==> src/logic/cpuPkg.sv <==
package cpuPkg;

    // Base opcodes of the RV32I subset
    localparam logic [6:0] OP_RTYPE  = 7'b0110011;
    localparam logic [6:0] OP_ITYPE  = 7'b0010011;
    localparam logic [6:0] OP_LOAD   = 7'b0000011;
    localparam logic [6:0] OP_STORE  = 7'b0100011;
    localparam logic [6:0] OP_BRANCH = 7'b1100011;

    typedef enum logic [3:0] {
        ALU_ADD, ALU_SUB, ALU_AND, ALU_OR, ALU_XOR, ALU_SLT, ALU_SLL, ALU_SRL
    } aluOpE;

    typedef struct packed {
        logic  regWrite;
        logic  aluSrcImm;  // Operand b from immediate
        logic  memWrite;
        logic  memToReg;   // Write back the loaded word
        logic  branch;
        logic  branchNe;   // Invert zero test for bne
        aluOpE aluOp;
    } ctrlS;

    // Instruction formats
    typedef struct packed {
        logic [6:0] funct7;
        logic [4:0] rs2;
        logic [4:0] rs1;
        logic [2:0] funct3;
        logic [4:0] rd;
        logic [6:0] opcode;
    } rFmtS;

    typedef struct packed {
        logic [11:0] imm12;
        logic [4:0]  rs1;
        logic [2:0]  funct3;
        logic [4:0]  rd;
        logic [6:0]  opcode;
    } iFmtS;

    // S and B share one bit layout, only the immediate meaning differs
    typedef struct packed {
        logic [6:0] immHi;
        logic [4:0] rs2;
        logic [4:0] rs1;
        logic [2:0] funct3;
        logic [4:0] immLo;
        logic [6:0] opcode;
    } splitFmtS;

    typedef union packed {
        rFmtS     r;
        iFmtS     i;
        splitFmtS s;
        splitFmtS b;
    } instrU;

    typedef struct packed {
        logic        valid;
        logic [4:0]  rd;
        logic [31:0] data;
    } wbS;

endpackage

==> src/logic/immGen.sv <==
`timescale 1ns/1ps

module immGen import cpuPkg::*; (
    input  instrU       instr,
    output logic [31:0] imm
);

    always_comb begin
        case (instr.r.opcode)
            OP_ITYPE, OP_LOAD: begin
                imm = {{20{instr.i.imm12[11]}}, instr.i.imm12};
            end
            OP_STORE: begin
                imm = {{20{instr.s.immHi[6]}}, instr.s.immHi, instr.s.immLo};
            end
            OP_BRANCH: begin
                // imm[12|10:5] high, imm[4:1|11] low
                imm = {{19{instr.b.immHi[6]}},
                       instr.b.immHi[6],
                       instr.b.immLo[0],
                       instr.b.immHi[5:0],
                       instr.b.immLo[4:1],
                       1'b0};
            end
            default: begin
                imm = '0;
            end
        endcase
    end

endmodule

==> config.mk <==
export PLATFORM = sky130hd
export DESIGN_NAME = immGen
export DESIGN_NICKNAME = d
export VERILOG_FILES = /design/src/logic/cpuPkg.sv /design/src/logic/immGen.sv
export SDC_FILE = /design/constraint.sdc
export NUM_CORES = 1
export LEC_CHECK = 0
export ABC_AREA = 1
export BUFFER_PORTS_ARGS = -buffer_cell sky130_fd_sc_hd__buf_4
export CAP_MARGIN = 25
export CORE_MARGIN = 2
export CORE_UTILIZATION = 30
export DETAILED_ROUTE_END_ITERATION = 12
export GPL_ROUTABILITY_DRIVEN = 1
export PLACE_DENSITY = 0.89
export SLEW_MARGIN = 20
export SYNTH_ARGS = -nofsm -noshare
export SYNTH_HDL_FRONTEND = slang
export SYNTH_SLANG_ARGS = --single-unit
==> constraint.sdc <==
create_clock -name vclk -period 1.3
set_clock_uncertainty 0.1 [all_clocks]
set_input_delay 0.065 -clock vclk [all_inputs]
set_output_delay 0.065 -clock vclk [all_outputs]
set_load 0.02 [all_outputs]
* After elaboration in Yosys (flattened, before gate mapping) *
Cells that the tools add are included.

word-level totals
  bits of input ports = 32
  flip-flop bits (word level) = 0
  word-level logic and storage cells = 6

operators by class
  mux-type cells = 1
  reductions and logical operators = 1
  eq/ne operators = 4

operator list
  kind                                                             count
  32-bit case mux with 3 select lines                              1
  7-bit by 2-bit == test with 1-bit output, second input constant  1
  7-bit by 5-bit == test with 1-bit output, second input constant  1
  7-bit by 6-bit == test with 1-bit output, second input constant  1
  7-bit == test, second input constant                             1
  2-bit OR reduction                                               1

* Depth between registers and ports, before layout *
  depth after elaboration = 3
  depth in mapped cells = 6

* Worst setup path before layout *
OpenSTA, ideal clock, no wires.

  path kind = input-to-output
  start point = in instr[2] in the netlist's numbering
  end point = out imm[13]
  data arrival time = 1,263 ps
  slack = -128 ps
  cell stages on the path = 6
  data required time = 1,135 ps
  path buffers = 1
  path through = inv_1 -> nand2_2 -> nor2_4 -> o21ai_4 -> nor2_2 -> buf_4

on the way
  cells in the longest elaborated chain, start to end = 3

RTL lines
  what                                                                                                         line         source
  start, declared                                                                                              immGen.sv:4  input instrU instr,
  7-bit by 5-bit == test with 1-bit output / 7-bit by 2-bit == test with 1-bit output (equally long branches)  immGen.sv:9  case (instr.r.opcode)
  2-bit OR reduction                                                                                           immGen.sv:9
  32-bit case mux with 3 select lines (*)                                                                      immGen.sv:9
  end, declared                                                                                                immGen.sv:5  output logic [31:0] imm

Every way passes the cells marked *; elsewhere a longest branch is shown, timed or not.

* Worst setup path in the final report *
  start point = in instr[5] in the netlist's numbering
  end point = out imm[13]

The elaborated chain is that of the path after synthesis.

==> run_results.csv <==
group,metric,value,unit
logic_synthesis,synth_cell_type_count,11,
global_routing,grt_pass1_wl,1340,um
timing,hold_viol_final,0,
layout,finalInstanceArea,702,sq um
logic_synthesis,synth_nets,98,
timing,slew_violations,0,
setup_path,cp_max_fo,20,
global_routing,grt.busiest_layer,"met2",
clocking,post_cts_buffers,0,
setup_path,cp.required,1.13,ns
layout,drive_gt1_share,69.2,%
layout,nClkBuffers,0,
global_routing,met1_usage,11.5,%
drt,drt-vias-per-instance,4.31,
layout,final_util,55.3,%
setup_path,start_kind,"input port",
global_routing,grtUsageMet2,25.0,%
timing,min_period,1.17,ns
timing,min_period_over_period,90.2,%
place,numPlacedInstances,119,
timing,fin_hold_ws,0.349,ns
global_routing,grt_pass1_vias,372,
drt,drt_iter0_markers,5,
global_routing,grt_remaining_overflow,0,
timing,worst_pin_slew,0.363,ns
global_routing,grt_max_degree,21,
timing,finalSetupTns,0,ns
setup_path,critPathArrivalTime,1.01,ns
timing,fmax,0.853,GHz
logic_synthesis,yosys_warnings,0,
logic_synthesis,postSynthAreaPerCell,6.01,sq um
place,dp_hpwl,906,um
layout,seqCellArea,0,sq um
logic_synthesis,synth_top_area_cell,"buf_4",
logic_synthesis,seq_area_frac_synth,0,%
layout,syn_to_final_growth,77.0,%
place,place.gp.congestion,0.707,
clocking,post_cts_resized,0,
layout,stdcell_count,119,
drt,wl,962,um
logic_synthesis,synth_area_leaders,"buf_4, nand3_1, nor2_2",
clocking,hold_buffers,0,
pwr,p_leak,0.000443,uW
logic_synthesis,yosys.area.top_type_share,36.0,%
pwr,p_per_area,178,nW/um^2
run,max-cap-violations,0,
logic_synthesis,synth.cells.most_frequent,"buf_4, nand3_1, inv_1",
layout,design.seq.count,0,
logic_synthesis,synthCells,66,
drt,wire_per_inst,8.08,um
drt,drtPass1Iterations,4,
place,io_buffers,56,
floorplan,start_util,31.3,%
setup_path,critPathKind,"input port to primary output",
global_routing,grt_use_total,11.1,%
logic_synthesis,synthesis.area,397,sq um
floorplan,rows,13,
timing,rsz0062_at_grt,"no",
floorplan,die-area,1630,sq um
drt,num_vias,513,
min_path,hold_class,"input port to primary output",
pwr,peakVddDrop,0.111,mV
global_routing,grt_antenna_before_repair,0,
timing,relSlewSlack,75.7,%
timing,setup_viol,0,
drt,antenna_left,0,
floorplan,die_w,40.4,um
global_routing,grt_use_met3,0,%
drt,drcViolationCount,0,
logic_synthesis,synth_most_common_cell,"buf_4",
floorplan,die_height,40.4,um
run_status,outcome,"completed",
layout,finalNetCount,138,
floorplan,io_pins,64,
layout,antennaDiodeCount,0,
place,placed_area,702,sq um
floorplan,core_area,1270,sq um
setup_path,cp-end-kind,"primary output",
==> path summary, 6_finish.rpt <==
kind,startpoint,end,slack (ns),cells past startpoint
worst min-delay path,instr[23],imm[3],0.35,4
worst max-delay path,instr[5],imm[13],0.13,5
==> worst max-delay path, stage by stage <==
cell,delay [ns]
buf_4,0.12
nor2_4,0.20
o21ai_4,0.10
nor2_4,0.30
buf_4,0.22
==> layer usage <==
| layer | wire (um) | vias up |
|---|---|---|
| met5 | 0 | - |
| met3 | 180 | 0 |
| met2 | 481 | 44 |
| met1 | 301 | 210 |
| li1 | - | 259 |
| met4 | 0 | 0 |
==> cells by family after synthesis <==
kind of cell	after synthesis	share of synthesized area (%)
compound gates	1	4.10
buf+inv	32	50.2
simple gates	33	45.7
==> cell usage in the layout, fill, tap and decap left out <==
master	netlist	final
buf_4	19	58
inv_1	11	11
inv_2	1	1
nand2_1	5	5
nand2_2	3	3
nand3_1	14	14
nor2_1	2	2
nor2_2	7	6
nor2_4	2	3
o21ai_4	1	1
==> report_power, final <==
part	switching [uW]	internal [uW]	total, uW
registers	0	0	0
clock network	0	0	0
logic	56.3	68.6	125
total	56.3	68.6	125
==> through the flow <==
step	total power, uW	setup slack, ns
after global placement	124	0.135
after floorplan	56.1	0.119
after detailed placement	126	0.0943
final	125	0.127
after global routing	138	0.00477
after CTS	126	0.0943
==> cell type report <==
| cell class | instances | area (sq um) |
|---|---|---|
| repair buffers | 58 | 435 |
| multi-input cells | 34 | 203 |
| inverters | 12 | 45.0 |
| well taps | 15 | 18.8 |
| fillers | 126 | 567 |
Power figures use the tool's default switching activity.
