$ cat config.mk
export PLATFORM = sky130hd
export DESIGN_NAME = regFile
export DESIGN_NICKNAME = d
export VERILOG_FILES = /design/src/logic/regFile.sv
export SDC_FILE = /design/constraint.sdc
export NUM_CORES = 2
export LEC_CHECK = 0
export ABC_CLOCK_PERIOD_IN_PS = 2000
export BUFFER_PORTS_ARGS = -buffer_cell sky130_fd_sc_hd__buf_4
export CELL_PAD_IN_SITES_DETAIL_PLACEMENT = 1
export CELL_PAD_IN_SITES_GLOBAL_PLACEMENT = 2
export CORE_AREA = 4 4 400 402
export CTS_CLUSTER_DIAMETER = 120
export CTS_CLUSTER_SIZE = 25
export DETAILED_ROUTE_END_ITERATION = 12
export DIE_AREA = 0 0 404 406
export PLACE_DENSITY = 0.69
export SYNTH_ARGS = -nofsm -noshare
export SYNTH_HDL_FRONTEND = slang
export SYNTH_SLANG_ARGS = --single-unit
export TNS_END_PERCENT = 100
$ cat constraint.sdc
create_clock -name CLK -period 2 [get_ports CLK]
set_input_delay 0.1 -clock CLK [delete_from_list [all_inputs] [get_ports CLK]]
set_output_delay 0.1 -clock CLK [all_outputs]
set_load 0.02 [all_outputs]
$ cat src/logic/regFile.sv
`timescale 1ns/1ps

module regFile (
    input  logic        CLK,
    input  logic        arstN,
    input  logic        we,
    input  logic [4:0]  rs1,
    input  logic [4:0]  rs2,
    input  logic [4:0]  rd,
    input  logic [31:0] wdata,
    output logic [31:0] rdata1,
    output logic [31:0] rdata2
);

    logic [31:0] regs [32];

    always_ff @(posedge CLK or negedge arstN) begin
        if (!arstN) begin
            for (int k = 0; k < 32; k++) begin
                regs[k] <= '0;
            end
        end else if (we && rd != 5'd0) begin
            regs[rd] <= wdata;
        end
    end

    // x0 reads as zero regardless of storage
    assign rdata1 = (rs1 == 5'd0) ? '0 : regs[rs1];
    assign rdata2 = (rs2 == 5'd0) ? '0 : regs[rs2];

endmodule

### Word level (Yosys, flattened, before mapping)

Cells that the tools add are included.

| operators by class | value |
|---|---|
| add/subtract/negate cells | 0 |
| multiply operators | 0 |
| div/mod/pow operators | 0 |
| order comparisons | 4 |
| equality and inequality tests | 0 |
| shift operators | 0 |
| muxes and demuxes | 11 |
| bitwise logic cells | 3 |
| reduce and logical (&&, ||, !) cells | 5 |

Operators by type and width:

| operator | number |
|---|---|
| 1024-bit bitwise mux | 1 |
| 32-bit binary-select mux with 5-bit select | 2 |
| 32-bit 2-to-1 mux | 7 |
| 32-bit demux with 5-bit select | 1 |
| 6-bit >= comparator, second input constant | 3 |
| 5-bit inverter with 6-bit output | 3 |
| 5-bit zero test | 2 |
| 6-bit by 1-bit less-than comparator with 1-bit output, second input constant | 1 |
| 5-bit nonzero test | 1 |
| 1-bit logical AND | 2 |

| storage, ports and cells | value |
|---|---|
| flip-flop bits (word level) | 1024 |
| latch bits | 0 |
| memory bits (writable) | 0 |
| memory bits (read-only) | 0 |
| bits of input ports | 50 |
| output and inout port bits | 64 |
| logic and storage cells | 55 |
| memories | 0 |

### Logic depth before layout (Yosys ltp)

| depth | value |
|---|---|
| word-level depth | 6 |
| gate-level depth with buffers | 7 |
| mapped depth without buffers | 4 |

### Worst setup path before layout

Ideal clock, no wire load.

| timing path | value |
|---|---|
| path kind | input port to output port |
| start | in rs1[0] |
| end | out rdata1[14] |
| arrival | 1.769 ns |
| required time | 1.900 ns |
| slack | 0.131 ns |
| stages | 7 |
| path buffers | 4 |
| path through | buf_2 inv_1 buf_2 buf_2 clkbuf_1 o2111ai_1 a311oi_1 |

| on the way | value |
|---|---|
| longest elaborated chain between the ends | 5 |
| elaborated cells on any way between the ends | 6 |
| those cells by class | mux: 4; bitwise: 1; reduce/logical: 1 |

Ends and longest elaborated chain:

| item | line | RTL |
|---|---|---|
| start: declaration | 7 | `input logic [4:0] rs1,` |
| 5-bit inverter with 6-bit output (not written as such) | 28 | `assign rdata1 = (rs1 == 5'd0) ? '0 : regs[rs1];` |
| 32-bit binary-select mux with 5-bit select | 28 |  |
| 32-bit 2-to-1 mux (not written as such) (2 in a row) | 28 |  |
| 32-bit 2-to-1 mux * | 28 |  |
| end: declaration | 11 | `output logic [31:0] rdata1,` |

Every way passes the cells marked *; elsewhere a longest branch is shown, timed or not. The select of a mux whose other input is x is not followed.

### Final worst setup path

| timing path | value |
|---|---|
| start | reg regs[289] (netlist bit) |
| end | out rdata2[1] |

| on the way | value |
|---|---|
| longest elaborated chain between the ends | 4 |

Ends and longest elaborated chain:

| item | line | RTL |
|---|---|---|
| start: declaration | 15 | `logic [31:0] regs [32];` |
| start signal: indexed assignment | 23 | `regs[rd] <= wdata;` |
| 32-bit binary-select mux with 5-bit select | 29 | `assign rdata2 = (rs2 == 5'd0) ? '0 : regs[rs2];` |
| 32-bit 2-to-1 mux (not written as such) (2 in a row) | 29 |  |
| 32-bit 2-to-1 mux | 29 |  |
| end: declaration | 12 | `output logic [31:0] rdata2` |

No other way between the ends. The select of a mux whose other input is x is not followed.

==> impl_metrics.tcl <==
set metrics [dict create \
    status "complete, but fails checks" \
    violations "negative setup slack" \
    die_w_um 404 \
    std_cell_rows 145 \
    hp-class "primary input to register" \
    total_power_w 0.0539 \
    num_vias 35603 \
    setup_viol_count_final 64 \
    critPathArrivalTime_ps 2540 \
    vdd.ir_drop.worst_uv 697 \
    crit_slowest_cell "mux4_2" \
    wire_per_inst_um 33.4 \
    rsz0062_at_grt "yes" \
    min_period_ps 2640 \
    drive_gt1_share_pct 62.3 \
    synth_top_area_cell "dfrtp_1" \
    p_leak_nw 27.7 \
    die_height_um 406 \
    synthTopCellsByArea "dfrtp_1, mux2_2, mux4_2, mux2i_1, buf_2" \
    ant_nets 0 \
    fin_util_pct 41.8 \
    synth_seq_cells 1024 \
    clock_skew_ps 0 \
    first_pass_iters 5 \
    placed_area_sq_um 61700 \
    relSlewSlack_pct 2.57 \
    hold_viol_final 0 \
    cts_buffer_depth 3 \
    gp_congestion 0.802 \
    core_area_sq_um 156000 \
    initial_core_util_pct 34.8 \
    max-cap-violations 0 \
    crit_fanout 3 \
    syn_area_sq_um 54400 \
    synth_nets 3671 \
    via_per_inst 5.97 \
    hold_slack_ps 59.9 \
    crit_required_ps 1900 \
    io_buffer_count 113 \
    drt_iter0_markers 2822 \
    io_pins 114 \
    end_kind "output port" \
    root_buffer "clkbuf_16" \
    max_flop_register "regs" \
    layout.nets 3942 \
    largest_reg_flops 1024 \
    dieArea_sq_um 164000 \
    synth.yosys.seq_area_share_pct 47.1 \
    cp-start-kind "register" \
    synth_cells 3621 \
    critPathMaxStageDelay_ps 470 \
    cts_tree "done" \
    fin_area_sq_um 65200 \
    grt_pass1_vias 38498 \
    wirelength_mm 199 \
    grt_usage_pct 24.1 \
    worstSetupPathType "register to output port" \
    htreeDepth 2 \
    crit_chain "mux4_2, a22oi_1, a311oi_1, buf_4" \
    fill_cells 15449 \
    clkSinkCount 1024 \
    power_density_nw_per_um2 826 \
    synth_top_area_share_pct 47.1 \
    grt_pass1_wl_mm 288 \
    path_clk_slew_ps 110 \
    ys_warn_count 0 \
    numCtsBuffers 47 \
    grt_max_degree 114 \
    drc 0 \
    clk_latency_ps 660 \
    syn_to_final_growth_pct 20.0 \
    postSynthAreaPerCell_sq_um 15.0 \
    setup_ws_ps -642 \
    dp_hpwl_mm 130 \
    drv_slew 0 \
    fmax_mhz 378 \
    antenna_found_initial 4 \
    yosys.cell_types.count 35 \
    fin_crit_sh_pct 132 \
    worst_slew_pin_slew_ps 1460 \
    gr-total-overflow 0 \
    largestRegisters "regs (1024)" \
]
[final cells by class]
cell class / instances / area (sq um) / share of cell area (%)
diodes: 4 / 10.0 / 0.0153
clock buffers: 47 / 1180 / 1.80
clock inverters: 7 / 134 / 0.205
inverters: 2 / 12.5 / 0.0192
multi-input cells: 2164 / 28700 / 43.9
flip-flops and latches: 1024 / 25600 / 39.3
well taps: 2058 / 2570 / 3.95
repair buffers: 653 / 7050 / 10.8
[what timing repair did]
| action | CTS | global route |
|---|---|---|
| hold buffers | 35 | 0 |
| pin swaps | 44 | 65 |
| hold endpoints to repair | 2004 | 0 |
| resized for setup | 268 | 153 |
| cloned | 0 | 1 |
| setup endpoints to repair | 64 | 64 |
| buffers inserted | 20 | 10 |
[cell usage after synthesis]
library cell  instances
dfrtp_1            1024
clkbuf_1            223
a22oi_1              64
mux2_2             1046
o21ai_1               9
and3_1                1
mux2_1               10
or4_1                 2
inv_1                 2
mux4_2              448
buf_1                 3
a221oi_1             46
a211oi_1             64
and2_0                1
clkbuf_4              1
nor2b_1              71
o2111ai_1            18
nand4_1               1
nand2_1              49
nor2_1               19
mux2i_1             128
buf_2               170
nor4_2                1
clkbuf_2              1
nand3_1               1
nor3_1                3
nand4b_1              3
and2_1                1
buf_4                34
nand2b_1              5
or3_1                 3
nor3b_1               2
or2_2                 2
a311oi_1             64
o21ai_0             101
[cells in the final DEF, fill, tap and decap left out, drive strengths merged, types with 35 or more instances in the layout]
master,n
mux2,1056
dfrtp,1024
buf,618
mux4,448
mux2i,128
o21ai,110
nor2b,71
a211oi,64
a22oi,64
a311oi,64
nand2,49
clkbuf,47
a221oi,46
dlygate4sd3,35
[power by group]
part / internal (W) / total [W] / switching [W] / leakage, nW
clock network: 0.00446 / 0.0116 / 0.00715 / 0.639
registers: 0.0246 / 0.0276 / 0.00302 / 13.1
logic: 0.00873 / 0.0147 / 0.00595 / 14.0
[layer usage]
layer  share of wire [%]  global-route usage, %  up-vias
li1                    -                      -    14526
met2                  48                   39.8      854
met3                 4.2                   2.90      254
met4                 2.9                   6.79        0
met5                   0                      0        -
met1                  44                   33.5    19969
[final timing paths]
check	from	endpoint	slack (ps)	cells after the start
worst min register to register	regs[1020]	regs[1020]	400	0
worst max-delay path	regs[289]	rdata2[1]	-640	4
min in group asynchronous	arstN	regs[290]	520	4
worst min-delay path	rd[4]	regs[550]	60	4
worst max register to register	regs[791]	regs[791]	1070	2
max in group asynchronous	arstN	regs[961]	500	4
[critical path, delay by kind of cell (launching register included)]
family | cells | cell delay (ps)
multiplexers | 1 | 470
flip-flops | 1 | 420
AO/OA/AOI/OAI | 2 | 620
buffers and inverters | 1 | 290
[through the flow]
stage	instances	setup slack (ps)	TNS, ps
finish	5959	-642	-30220
global route	5956	-651	-34860
CTS	5955	-662	-34540
detailed placement	5858	-579	-31300
global placement	5858	-588	-30680
floorplan	3621	131	0
[cell families (layout without fill, tap and decap cells)]
logic type      after synthesis  count (layout)  synth area share, %
compound gates              366             366                 4.84
buf+inv                     434             709                 3.63
flops                      1024            1024                 47.1
mux                        1632            1632                 42.8
other cells                   0               4                    0
simple gates                165             166                 1.61
Power figures use the tool's default switching activity.
