<file path="config.mk">
export PLATFORM = sky130hd
export DESIGN_NAME = mainControl
export DESIGN_NICKNAME = d
export VERILOG_FILES = /design/src/logic/cpuPkg.sv /design/src/logic/mainControl.sv
export SDC_FILE = /design/constraint.sdc
export NUM_CORES = 1
export LEC_CHECK = 0
export BUFFER_PORTS_ARGS = -buffer_cell sky130_fd_sc_hd__buf_2
export CELL_PAD_IN_SITES_DETAIL_PLACEMENT = 0
export CELL_PAD_IN_SITES_GLOBAL_PLACEMENT = 1
export CORE_UTILIZATION = 10
export DETAILED_ROUTE_END_ITERATION = 16
export PLACE_DENSITY_LB_ADDON = 0.05
export SLEW_MARGIN = 20
export SYNTH_ARGS = -nofsm -noshare
export SYNTH_HDL_FRONTEND = slang
export SYNTH_SLANG_ARGS = --single-unit
</file>
<file path="constraint.sdc">
create_clock -name vclk -period 0.9
set_clock_uncertainty 0.15 [all_clocks]
set_input_delay 0.09 -clock vclk [all_inputs]
set_output_delay 0.09 -clock vclk [all_outputs]
set_load 0.005 [all_outputs]
</file>
<file path="src/logic/cpuPkg.sv">
package cpuPkg;

    // Base opcodes of the RV32I subset
    localparam logic [6:0] OP_RTYPE  = 7'b0110011;
    localparam logic [6:0] OP_ITYPE  = 7'b0010011;
    localparam logic [6:0] OP_LOAD   = 7'b0000011;
    localparam logic [6:0] OP_STORE  = 7'b0100011;
    localparam logic [6:0] OP_BRANCH = 7'b1100011;

    typedef enum logic [3:0] {
        ALU_ADD, ALU_SUB, ALU_AND, ALU_OR, ALU_XOR, ALU_SLT, ALU_SLL, ALU_SRL
    } aluOpE;

    typedef struct packed {
        logic  regWrite;
        logic  aluSrcImm;  // Operand b from immediate
        logic  memWrite;
        logic  memToReg;   // Write back the loaded word
        logic  branch;
        logic  branchNe;   // Invert zero test for bne
        aluOpE aluOp;
    } ctrlS;

    // Instruction formats
    typedef struct packed {
        logic [6:0] funct7;
        logic [4:0] rs2;
        logic [4:0] rs1;
        logic [2:0] funct3;
        logic [4:0] rd;
        logic [6:0] opcode;
    } rFmtS;

    typedef struct packed {
        logic [11:0] imm12;
        logic [4:0]  rs1;
        logic [2:0]  funct3;
        logic [4:0]  rd;
        logic [6:0]  opcode;
    } iFmtS;

    // S and B share one bit layout, only the immediate meaning differs
    typedef struct packed {
        logic [6:0] immHi;
        logic [4:0] rs2;
        logic [4:0] rs1;
        logic [2:0] funct3;
        logic [4:0] immLo;
        logic [6:0] opcode;
    } splitFmtS;

    typedef union packed {
        rFmtS     r;
        iFmtS     i;
        splitFmtS s;
        splitFmtS b;
    } instrU;

    typedef struct packed {
        logic        valid;
        logic [4:0]  rd;
        logic [31:0] data;
    } wbS;

endpackage

</file>
<file path="src/logic/mainControl.sv">
`timescale 1ns/1ps

module mainControl import cpuPkg::*; (
    input  instrU instr,
    output ctrlS  ctrl
);

    // Shared funct3 decode where sub only picks add or sub
    function automatic aluOpE decodeFunct3(input logic [2:0] funct3, input logic sub);
        aluOpE op;
        case (funct3)
            3'b000:  op = sub ? ALU_SUB : ALU_ADD;
            3'b001:  op = ALU_SLL;
            3'b010:  op = ALU_SLT;
            3'b100:  op = ALU_XOR;
            3'b101:  op = ALU_SRL;
            3'b110:  op = ALU_OR;
            3'b111:  op = ALU_AND;
            default: op = ALU_ADD;
        endcase
        return op;
    endfunction

    always_comb begin
        ctrl = '0;             // Unknown opcode runs as a no-op
        ctrl.aluOp = ALU_ADD;
        case (instr.r.opcode)
            OP_RTYPE: begin
                ctrl.regWrite = 1'b1;
                ctrl.aluOp    = decodeFunct3(instr.r.funct3, instr.r.funct7[5]);
            end
            OP_ITYPE: begin
                ctrl.regWrite  = 1'b1;
                ctrl.aluSrcImm = 1'b1;
                ctrl.aluOp     = decodeFunct3(instr.i.funct3, 1'b0);
            end
            OP_LOAD: begin
                ctrl.regWrite  = 1'b1;
                ctrl.aluSrcImm = 1'b1;
                ctrl.memToReg  = 1'b1;
            end
            OP_STORE: begin
                ctrl.aluSrcImm = 1'b1;
                ctrl.memWrite  = 1'b1;
            end
            OP_BRANCH: begin
                ctrl.branch   = 1'b1;
                ctrl.branchNe = instr.b.funct3[0];  // bne
                ctrl.aluOp    = ALU_SUB;
            end
            default: ;
        endcase
    end

endmodule

</file>
# Word-level counts from Yosys, hierarchy flattened
# Cells that the tools add are included.
# totals
register_bits	0
wordCells	23
out_inout_bits	10
# op_classes
muxes	9
n_eq_ne	11
n_reduce_logical	3
# ops
operator	n
one-hot mux 3 bit (7 select lines)	1
one-hot mux 3 bit (6 select lines)	1
== test 7 x 6 -> 1 bit, second input constant	2
== test 3 bit, second input constant	4
one-hot mux 4 bit (3 select lines)	1
== test 7 x 2 -> 1 bit, second input constant	1
== test 7 x 5 -> 1 bit, second input constant	1
== test 7 bit, second input constant	1
OR reduction 3 bit	2
two-way mux 1 bit	5
== test 3 x 1 -> 1 bit, second input constant	1
== test 3 x 2 -> 1 bit, second input constant	1
logical NOT 3 bit	1
two-way mux 2 bit	1

# Depth between registers and ports, before layout
# Gate-level depths: netlist of the first run.
# logic_depth
depth_word	3
mapped_depth	3

# Worst setup path before layout of the first run
# OpenSTA, ideal clock, no wires.
# synth_path
path_type	input -> output
start	in instr[2] (netlist bit)
end	out ctrl[1] (netlist bit)
path_slack_ps	-62
arrival_ps	722
cell_stages	3
n_path_buf	0
path_cell_list	and4bb_2 > nand2b_1 > nor3b_1
# synth_rtl
item	line	rtl
start: declaration	mainControl.sv:4	input instrU instr,
end: declaration	mainControl.sv:5	output ctrlS ctrl

==> results_dict.tcl, run 1 <==
set metrics [dict create \
    status "complete, but fails checks" \
    failed_checks "negative setup slack" \
    grt.total_usage_pct 6.22 \
    cp.depth 5 \
    wl_met2_um 265 \
    critPathArrivalTime_ps 910 \
    route.met3.wl_um 54 \
    final-max-slew-violation-count 0 \
    netlist_instances 23 \
    clkbuf_count 0 \
    fin_hold_ws_ps 328 \
    grt_antenna_before_repair 0 \
    rsz0062_at_grt "yes" \
    synth_xor_area_share_pct 5.74 \
    pre_cts_ws_ps -287 \
    core_um2 1370 \
    drc_errors 0 \
    seq_area_frac_synth_pct 0 \
    finalHoldViolCount 0 \
    hold_path_class "in2out" \
    die_area_um2 1690 \
    start_kind "primary input" \
    drt_first_pass_iters 2 \
    synth-adder-area-share_pct 0 \
    drtAntennaViolNets 0 \
    design.seq.count 0 \
    gr-total-overflow 0 \
    synth_cell_type_count 17 \
    crit_slowest_cell "and4bb_2" \
    finalWorstSetupSlack_ps -253 \
    port-buffer-count 20 \
    wl_met1_um 251 \
    die_x_um 41.1 \
    fin_crit_sh_pct 128 \
    cp-end-kind "output pin" \
    worst-setup-path-type "in2out" \
    areaGrowthSynthToFinish_pct 166 \
    p_per_area_nw_per_um2 283 \
    synth_compound_area_share_pct 14.8 \
    ctsHoldBuffers 0 \
    grt_pass1_wl_um 738 \
    fin_crit_ps 1150 \
    drive_gt1_share_pct 77.6 \
    crit_top_cell "buf_6" \
    cp_max_fo 3 \
    vias_per_cell 4.03 \
    finalNonFillerCells 64 \
    critPathBufInv 2 \
    final_cell_mix "14 x buf_2, 7 x buf_4, 5 x buf_6" \
    cap_violations 0 \
    synth_nets 55 \
    grt_pass1_vias 188 \
    place.gp.congestion 0.640 \
    initial_core_util_pct 11.2 \
    syn_avg_cell_area_um2 6.64 \
    irDropWorstVdd_v 0.000108 \
    top_layer "met3" \
    ios 42 \
    die_h_um 41.1 \
    synth_top_family_by_area "simple AND/OR/NAND/NOR gates" \
    post_drt_wl_per_cell_um 8.94 \
    rows 13 \
    setup_violations 9 \
    clock.fmax_ghz 0.867 \
    register_area_um2 0 \
    final_common_cell "buf_2" \
    multiInputGateArea_um2 194 \
    drtIter0Drc 2 \
    slowest_delay_ps 340 \
    final_nets 83 \
    final.setup.tns_ps -1920 \
    routed_wl_um 572 \
    fill_cells 154 \
    path_cells "buf_6, and4bb_2, and3_4, and2_4, buf_6" \
    crit_required_ps 660 \
    crit_family "simple AND/OR/NAND/NOR gates" \
    muxShareOfSynthArea_pct 6.56 \
    dp_cells 62 \
    vias 258 \
    yosysWarnings 0 \
    synthSimpleGateAreaFrac_pct 65.6 \
    whs_path_depth 3 \
    grt_max_degree 7 \
    p_leak_nw 0.209 \
    netlist_area_um2 153 \
    n_antenna_cell 0 \
]
area by class of cell:
type / count / area share (%)
multi-input cells: 22 / 47.7
well taps: 15 / 4.62
repair buffers: 27 / 47.7
per-stage QoR:
stage / total power, mW / utilization, % / cell area (um2)
final: 0.115 / 29.8 / 407
after global routing: 0.125 / 29.8 / 407
after CTS: 0.114 / 29.6 / 404
after detailed placement: 0.0905 / 24.3 / 332
after global placement: 0.0898 / 24.3 / 332
after floorplan: 0.0347 / - / 183
report_power, final:
group | internal [mW] | switching [mW]
Sequential | 0 | 0
Clock | 0 | 0
Combinational | 0.0718 | 0.0431
Total | 0.0718 | 0.0431
cell usage after synthesis:
master    number  area, um2
nor3b_1        3       22.5
nor2_1         3       11.3
and3_1         1       6.26
nand3b_1       1       7.51
nor3_1         1       5.00
mux2i_1        1       10.0
xor2_1         1       8.76
and2_1         1       6.26
a21oi_1        1       5.00
nor2b_1        1       6.26
conb_1         1       3.75
buf_4          1       7.51
and4bb_2       1       12.5
a221o_1        1       10.0
a21boi_1       1       7.51
nand2b_1       3       18.8
nand2_1        1       3.75
per-layer routing:
layer	vias to the layer above	global-route usage, %
met4	0	0
met3	0	0
met5	-	0
met1	112	8.54
li1	132	-
met2	14	11.3
logic make-up (layout without fill, tap and decap cells):
family | Yosys count | count (layout)
compound gates | 3 | 3
xor+xnor | 1 | 1
buf+inv | 1 | 27
mux | 1 | 1
other cells | 1 | 1
simple gates | 16 | 16
final timing paths:
path / start / end / slack [ps]
worst max-delay path: instr[3] / ctrl[4] / -250
worst min-delay path: instr[5] / ctrl[6] / 330
what timing repair did:
item | in CTS | in global routing
endpoints found under the setup margin | 9 | 9
buffers inserted | 2 | 0
gates resized for setup | 12 | 1
pin swaps | 4 | 3
endpoints found under the hold margin | 0 | 0
(Power assumes the default switching activity.)
==> inputs of run 2 (changes only) <==
--- a/config.mk
+++ b/config.mk
@@ -5,12 +5,13 @@
 export SDC_FILE = /design/constraint.sdc
 export NUM_CORES = 1
 export LEC_CHECK = 0
+export ABC_AREA = 1
 export BUFFER_PORTS_ARGS = -buffer_cell sky130_fd_sc_hd__buf_2
 export CELL_PAD_IN_SITES_DETAIL_PLACEMENT = 0
 export CELL_PAD_IN_SITES_GLOBAL_PLACEMENT = 1
-export CORE_UTILIZATION = 10
+export CORE_UTILIZATION = 12
 export DETAILED_ROUTE_END_ITERATION = 16
-export PLACE_DENSITY_LB_ADDON = 0.05
+export PLACE_DENSITY = 0.83
 export SLEW_MARGIN = 20
 export SYNTH_ARGS = -nofsm -noshare
 export SYNTH_HDL_FRONTEND = slang
==> run 2 against run 1 <==
  * The flow finishes with violations (design-rule violations, negative setup slack)
  * Cell count grew 33%
  * Synthesized area grew 34%
  * Die area grew 11%
  * Non-clock buffer count shrank 3
  * Maximum frequency grew 16%
  * Hold slack lost 65 ps
  * Critical path depth grew 2
  * Sequential share of layout area is the same
  * Synthesized cell count grew 100%
  * Count of clock-buffer cells in the layout is the same
  * Highest routed layer unchanged
==> results_dict.tcl, run 2 <==
set metrics [dict create \
    worst-setup-path-type "in2out" \
    rows 14 \
    fill_cells 172 \
    final.setup.tns_ps -608 \
    hp-start "instr[5]" \
    yosysWarnings 0 \
    final_cell_mix "12 x buf_2, 9 x nand2_1, 7 x buf_6" \
    fin_crit_sh_pct 111 \
    place.gp.congestion 0.742 \
    final_nets 103 \
    rsz0062_at_grt "yes" \
    failed_checks "design-rule violations, negative setup slack" \
    drtAntennaViolNets 0 \
    synthTopCellsByArea "nand3_1 22%, nand2_1 22%, inv_1 11%" \
    critPathCapture "ctrl[1]" \
    drt_first_pass_iters 9 \
    grt_pass1_vias 330 \
    clock.fmax_ghz 1.00 \
    path_cells "buf_6, nor2_4, nand2_4, inv_6, nand2_4, nor3_2, buf_2" \
    drc_errors 2 \
    die_x_um 43.4 \
    hold_path_class "in2out" \
    p_per_area_nw_per_um2 313 \
    netlist_instances 46 \
    grt_antenna_before_repair 0 \
    final-max-slew-violation-count 0 \
    vias_per_cell 4.27 \
    fin_util_pct 31.9 \
    yosysTopAreaCell "nand3_1" \
    ctsHoldBuffers 0 \
    startpoint "instr[3]" \
    die_area_um2 1880 \
    power_mw 0.156 \
    netlist_area_um2 205 \
    synth_commonest_cells "12 x nand2_1, 9 x nand3_1, 6 x inv_1, 6 x nor2_1" \
    fin_hold_ws_ps 263 \
    clkbuf_count 0 \
    setup_violations 9 \
    finalNonFillerCells 85 \
    post_drt_wl_per_cell_um 8.12 \
    fin_crit_ps 997 \
    cp-end-kind "output pin" \
    syn_avg_cell_area_um2 4.46 \
    seq_area_frac_synth_pct 0 \
    grt.total_usage_pct 7.50 \
    drive_gt1_share_pct 73.9 \
    synth_top_area_share_pct 22.0 \
    die_h_um 43.4 \
    initial_core_util_pct 13.2 \
    design.seq.count 0 \
    areaGrowthSynthToFinish_pct 143 \
    start_kind "primary input" \
    vias 363 \
    final_common_cell "buf_2" \
    synth_most_common_cell "nand2_1" \
    synth_nets 78 \
    n_antenna_cell 0 \
    grt_pass1_wl_mm 1.17 \
    crit_slowest_cell "buf_2" \
    irDropWorstVdd_v 0.000128 \
    gr-total-overflow 0 \
    status "complete, but fails checks" \
    cap_violations 0 \
    drtIter0Drc 5 \
    grt_max_degree 6 \
    finalHoldViolCount 0 \
    critPathArrivalTime_ps 760 \
    crit_top_cell "nand2_4" \
    crit_required_ps 660 \
    synth_cell_type_count 12 \
    port-buffer-count 20 \
    hpwlAfterDp_um 556 \
    p_leak_nw 0.281 \
    dp_cells 83 \
    finalWorstSetupSlack_ps -96.9 \
    routed_wl_um 690 \
    cp_max_fo 4 \
    register_area_um2 0 \
    slowest_delay_ps 130 \
    ios 42 \
    core_um2 1560 \
]
run 2: cell types whose count changed in the layout (fill, tap and decap cells not counted), moves of 3 or more:
| cell | previous run | this run |
|---|---|---|
| inv_2 | 0 | 6 |
| nor3b_2 | 3 | 0 |
| nand2_1 | 1 | 9 |
| nand3_1 | 0 | 5 |
| nor2_4 | 0 | 4 |
| nand3_2 | 0 | 4 |
run 2: how the worst min path moves through the flow:
stage,end,slack [ps],cells after the start
after floorplan,ctrl[7],60,1
after detailed placement,ctrl[8],300,3
after CTS,ctrl[8],260,3
final,ctrl[8],260,3
after global routing,ctrl[8],270,3
after global placement,ctrl[8],310,3
run 2: layout make-up:
type               count  area [um2]  share of cell area (%)
inverters              9        43.8                    8.79
well taps             16        20.0                    4.02
multi-input cells     36         258                    51.8
repair buffers        24         176                    35.4
run 2: kinds of logic after synthesis:
kind of cell / share of synthesized area [%]
and+or+nand+nor: 73.2
AOI/OAI and AO/OA: 4.88
other: 1.83
buffers and inverters: 20.1
run 2: critical path: cells and delay by family:
family / cells / cell delay [ps]
AND/OR/NAND/NOR: 4 / 350
buffers and inverters: 3 / 300
run 2: report_power, final:
group          internal [mW]  switching (mW)
Sequential                 0               0
Combinational         0.0734          0.0826
Clock                      0               0
run 2: per-layer routing:
layer / track usage, % / up-vias / share of wire [%]
li1: - / 192 / -
met3: 1.25 / 0 / 9.4
met4: 0 / 0 / 0
met1: 9.62 / 157 / 41
met2: 13.9 / 14 / 49
met5: 0 / - / 0
run 2: repair_timing:
action	4_1_cts	5_1_grt
setup buffers	2	0
pin swaps	9	7
hold endpoints to repair	0	0
resized for setup	30	12
setup endpoints to repair	9	9
run 2: stage by stage:
stage / setup WS, ps / cell area [um2]
2_1_floorplan: 97.4 / 205
3_3_place_gp: -163 / 333
3_5_place_dp: -163 / 333
4_1_cts: -96.9 / 455
5_1_grt: -148 / 498
6_report: -96.9 / 498
==> inputs of run 3 (changes only) <==
==> constraint.sdc (replaced) <==
create_clock -name vclk -period 1.01
set_clock_uncertainty 0.15 [all_clocks]
set_input_delay 0.101 -clock vclk [all_inputs]
set_output_delay 0.101 -clock vclk [all_outputs]
set_load 0.005 [all_outputs]
==> run 3 against run 2 <==
  * The run still ends with design-rule violations, negative setup slack left
  * Final area is 12% lower
  * Via count up 3.3%
  * Wire length grew 9.6%
  * First-iteration DRC count rose to 3.2 times the previous value
  * Combinational power is 20% lower
  * Hold slack improved by 99 ps
  * Sequential cell count did not move
  * Worst setup slack gained 57 ps
  * Core utilization down 3.7 points
  * Sequential share of layout area unchanged
  * Critical path depth unchanged
  * Critical endpoint is now ctrl[7]
==> results_dict.tcl, run 3 (same netlist as run 2, synthesis figures left out) <==
set metrics [dict create \
    final_common_cell "buf_2" \
    fin_hold_ws_ps 362 \
    ctsHoldBuffers 0 \
    critPathArrivalTime_ps 800 \
    cp_max_fo 4 \
    drtAntennaViolNets 0 \
    clock.fmax_ghz 0.952 \
    crit_required_ps 760 \
    startpoint "instr[3]" \
    grt_max_degree 6 \
    crit_top_cell "nand2_4" \
    die_h_um 43.4 \
    cap_violations 0 \
    drtIter0Drc 16 \
    hold_path_class "in2out" \
    grt.total_usage_pct 6.98 \
    ios 42 \
    routed_wl_um 756 \
    start_kind "primary input" \
    finalWorstSetupSlack_ps -40.2 \
    multiInputGateArea_um2 239 \
    die_x_um 43.4 \
    setup_violations 1 \
    fin_crit_ps 1050 \
    drive_gt1_share_pct 64.7 \
    initial_core_util_pct 13.2 \
    n_antenna_cell 0 \
    p_per_area_nw_per_um2 283 \
    vias 375 \
    p_leak_nw 0.268 \
    finalHoldViolCount 0 \
    die_area_um2 1880 \
    failed_checks "design-rule violations, negative setup slack" \
    slowest_delay_ps 140 \
    rows 14 \
    status "complete, but fails checks" \
    clkbuf_count 0 \
    worst-setup-path-type "in2out" \
    cp-end-kind "output pin" \
    fill_cells 178 \
    grt_pass1_wl_mm 1.07 \
    irDropWorstVdd_v 0.000102 \
    final_cell_mix "17 x buf_2, 10 x nand2_1, 7 x nand3_1" \
    core_um2 1560 \
    whs_path_depth 3 \
    vias_per_cell 4.46 \
    place.gp.congestion 0.720 \
    areaGrowthSynthToFinish_pct 115 \
    path_cells "buf_6, nor2_4, nand2_4, inv_4, nand2_4, nor3_2, buf_2" \
    grt_pass1_vias 273 \
    hpwlAfterDp_um 555 \
    rsz0062_at_grt "yes" \
    drt_first_pass_iters 10 \
    post_drt_wl_per_cell_um 9.00 \
    grt_antenna_before_repair 0 \
    crit_slowest_cell "buf_2" \
    design.seq.count 0 \
    drc_errors 2 \
    gr-total-overflow 0 \
    final.setup.tns_ps -40.2 \
    register_area_um2 0 \
    port-buffer-count 20 \
    critPathCapture "ctrl[7]" \
    final-max-slew-violation-count 0 \
    power_mw 0.125 \
    fin_crit_sh_pct 104 \
    final_nets 102 \
]
-- run 3: cell types whose count changed in the layout (fill, tap and decap cells not counted), moves of 2 or more --
cell	change
buf_2	+5
buf_6	-5
inv_1	+2
inv_2	-3
inv_4	+2
nand2_2	-2
nand3_1	+2
-- run 3: power breakdown --
group	internal (mW)	switching, mW	total (mW)
clock network	0	0	0
logic	0.0531	0.0715	0.125
registers	0	0	0
-- run 3: per-layer routing --
metal	up-vias	global-route usage, %	routed length [um]
li1	190	-	-
met1	167	9.87	297
met2	18	12.4	392
met3	0	0.417	66
met4	0	0	0
met5	-	0	0
-- run 3: worst min path at each step --
| stage | from | endpoint | slack (ps) |
|---|---|---|---|
| final | instr[5] | ctrl[8] | 360 |
| after floorplan | instr[4] | ctrl[7] | 90 |
| after detailed placement | instr[5] | ctrl[8] | 320 |
| after global routing | instr[5] | ctrl[8] | 380 |
| after CTS | instr[5] | ctrl[8] | 320 |
| after global placement | instr[5] | ctrl[8] | 320 |
-- run 3: layout make-up --
cell class | instances | share of cell area (%)
inverter | 9 | 9.94
multi-input combinational | 36 | 54.3
tap | 16 | 4.55
timing repair buffer | 23 | 31.3
-- run 3: critical path: cells and delay by family --
kind          cells  cell delay (ps)
buf+inv           3              310
simple gates      4              380
-- run 3: per-stage QoR --
| step | util, % | setup slack (ps) | instance area [um2] | instances |
|---|---|---|---|---|
| final | 28.3 | -40.2 | 440 | 84 |
| after global routing | 28.3 | -63.7 | 440 | 84 |
| after CTS | 22.7 | -47.2 | 354 | 83 |
| after detailed placement | 21.3 | -58.5 | 333 | 83 |
| after global placement | 21.3 | -92.5 | 333 | 83 |
| after floorplan | - | 185 | 205 | 46 |
-- run 3: timing repair --
action                                  in CTS  in global routing
endpoints found under the setup margin       8                  8
buffers inserted                             0                  1
resized for setup                            4                 25
pin swaps                                    1                  4
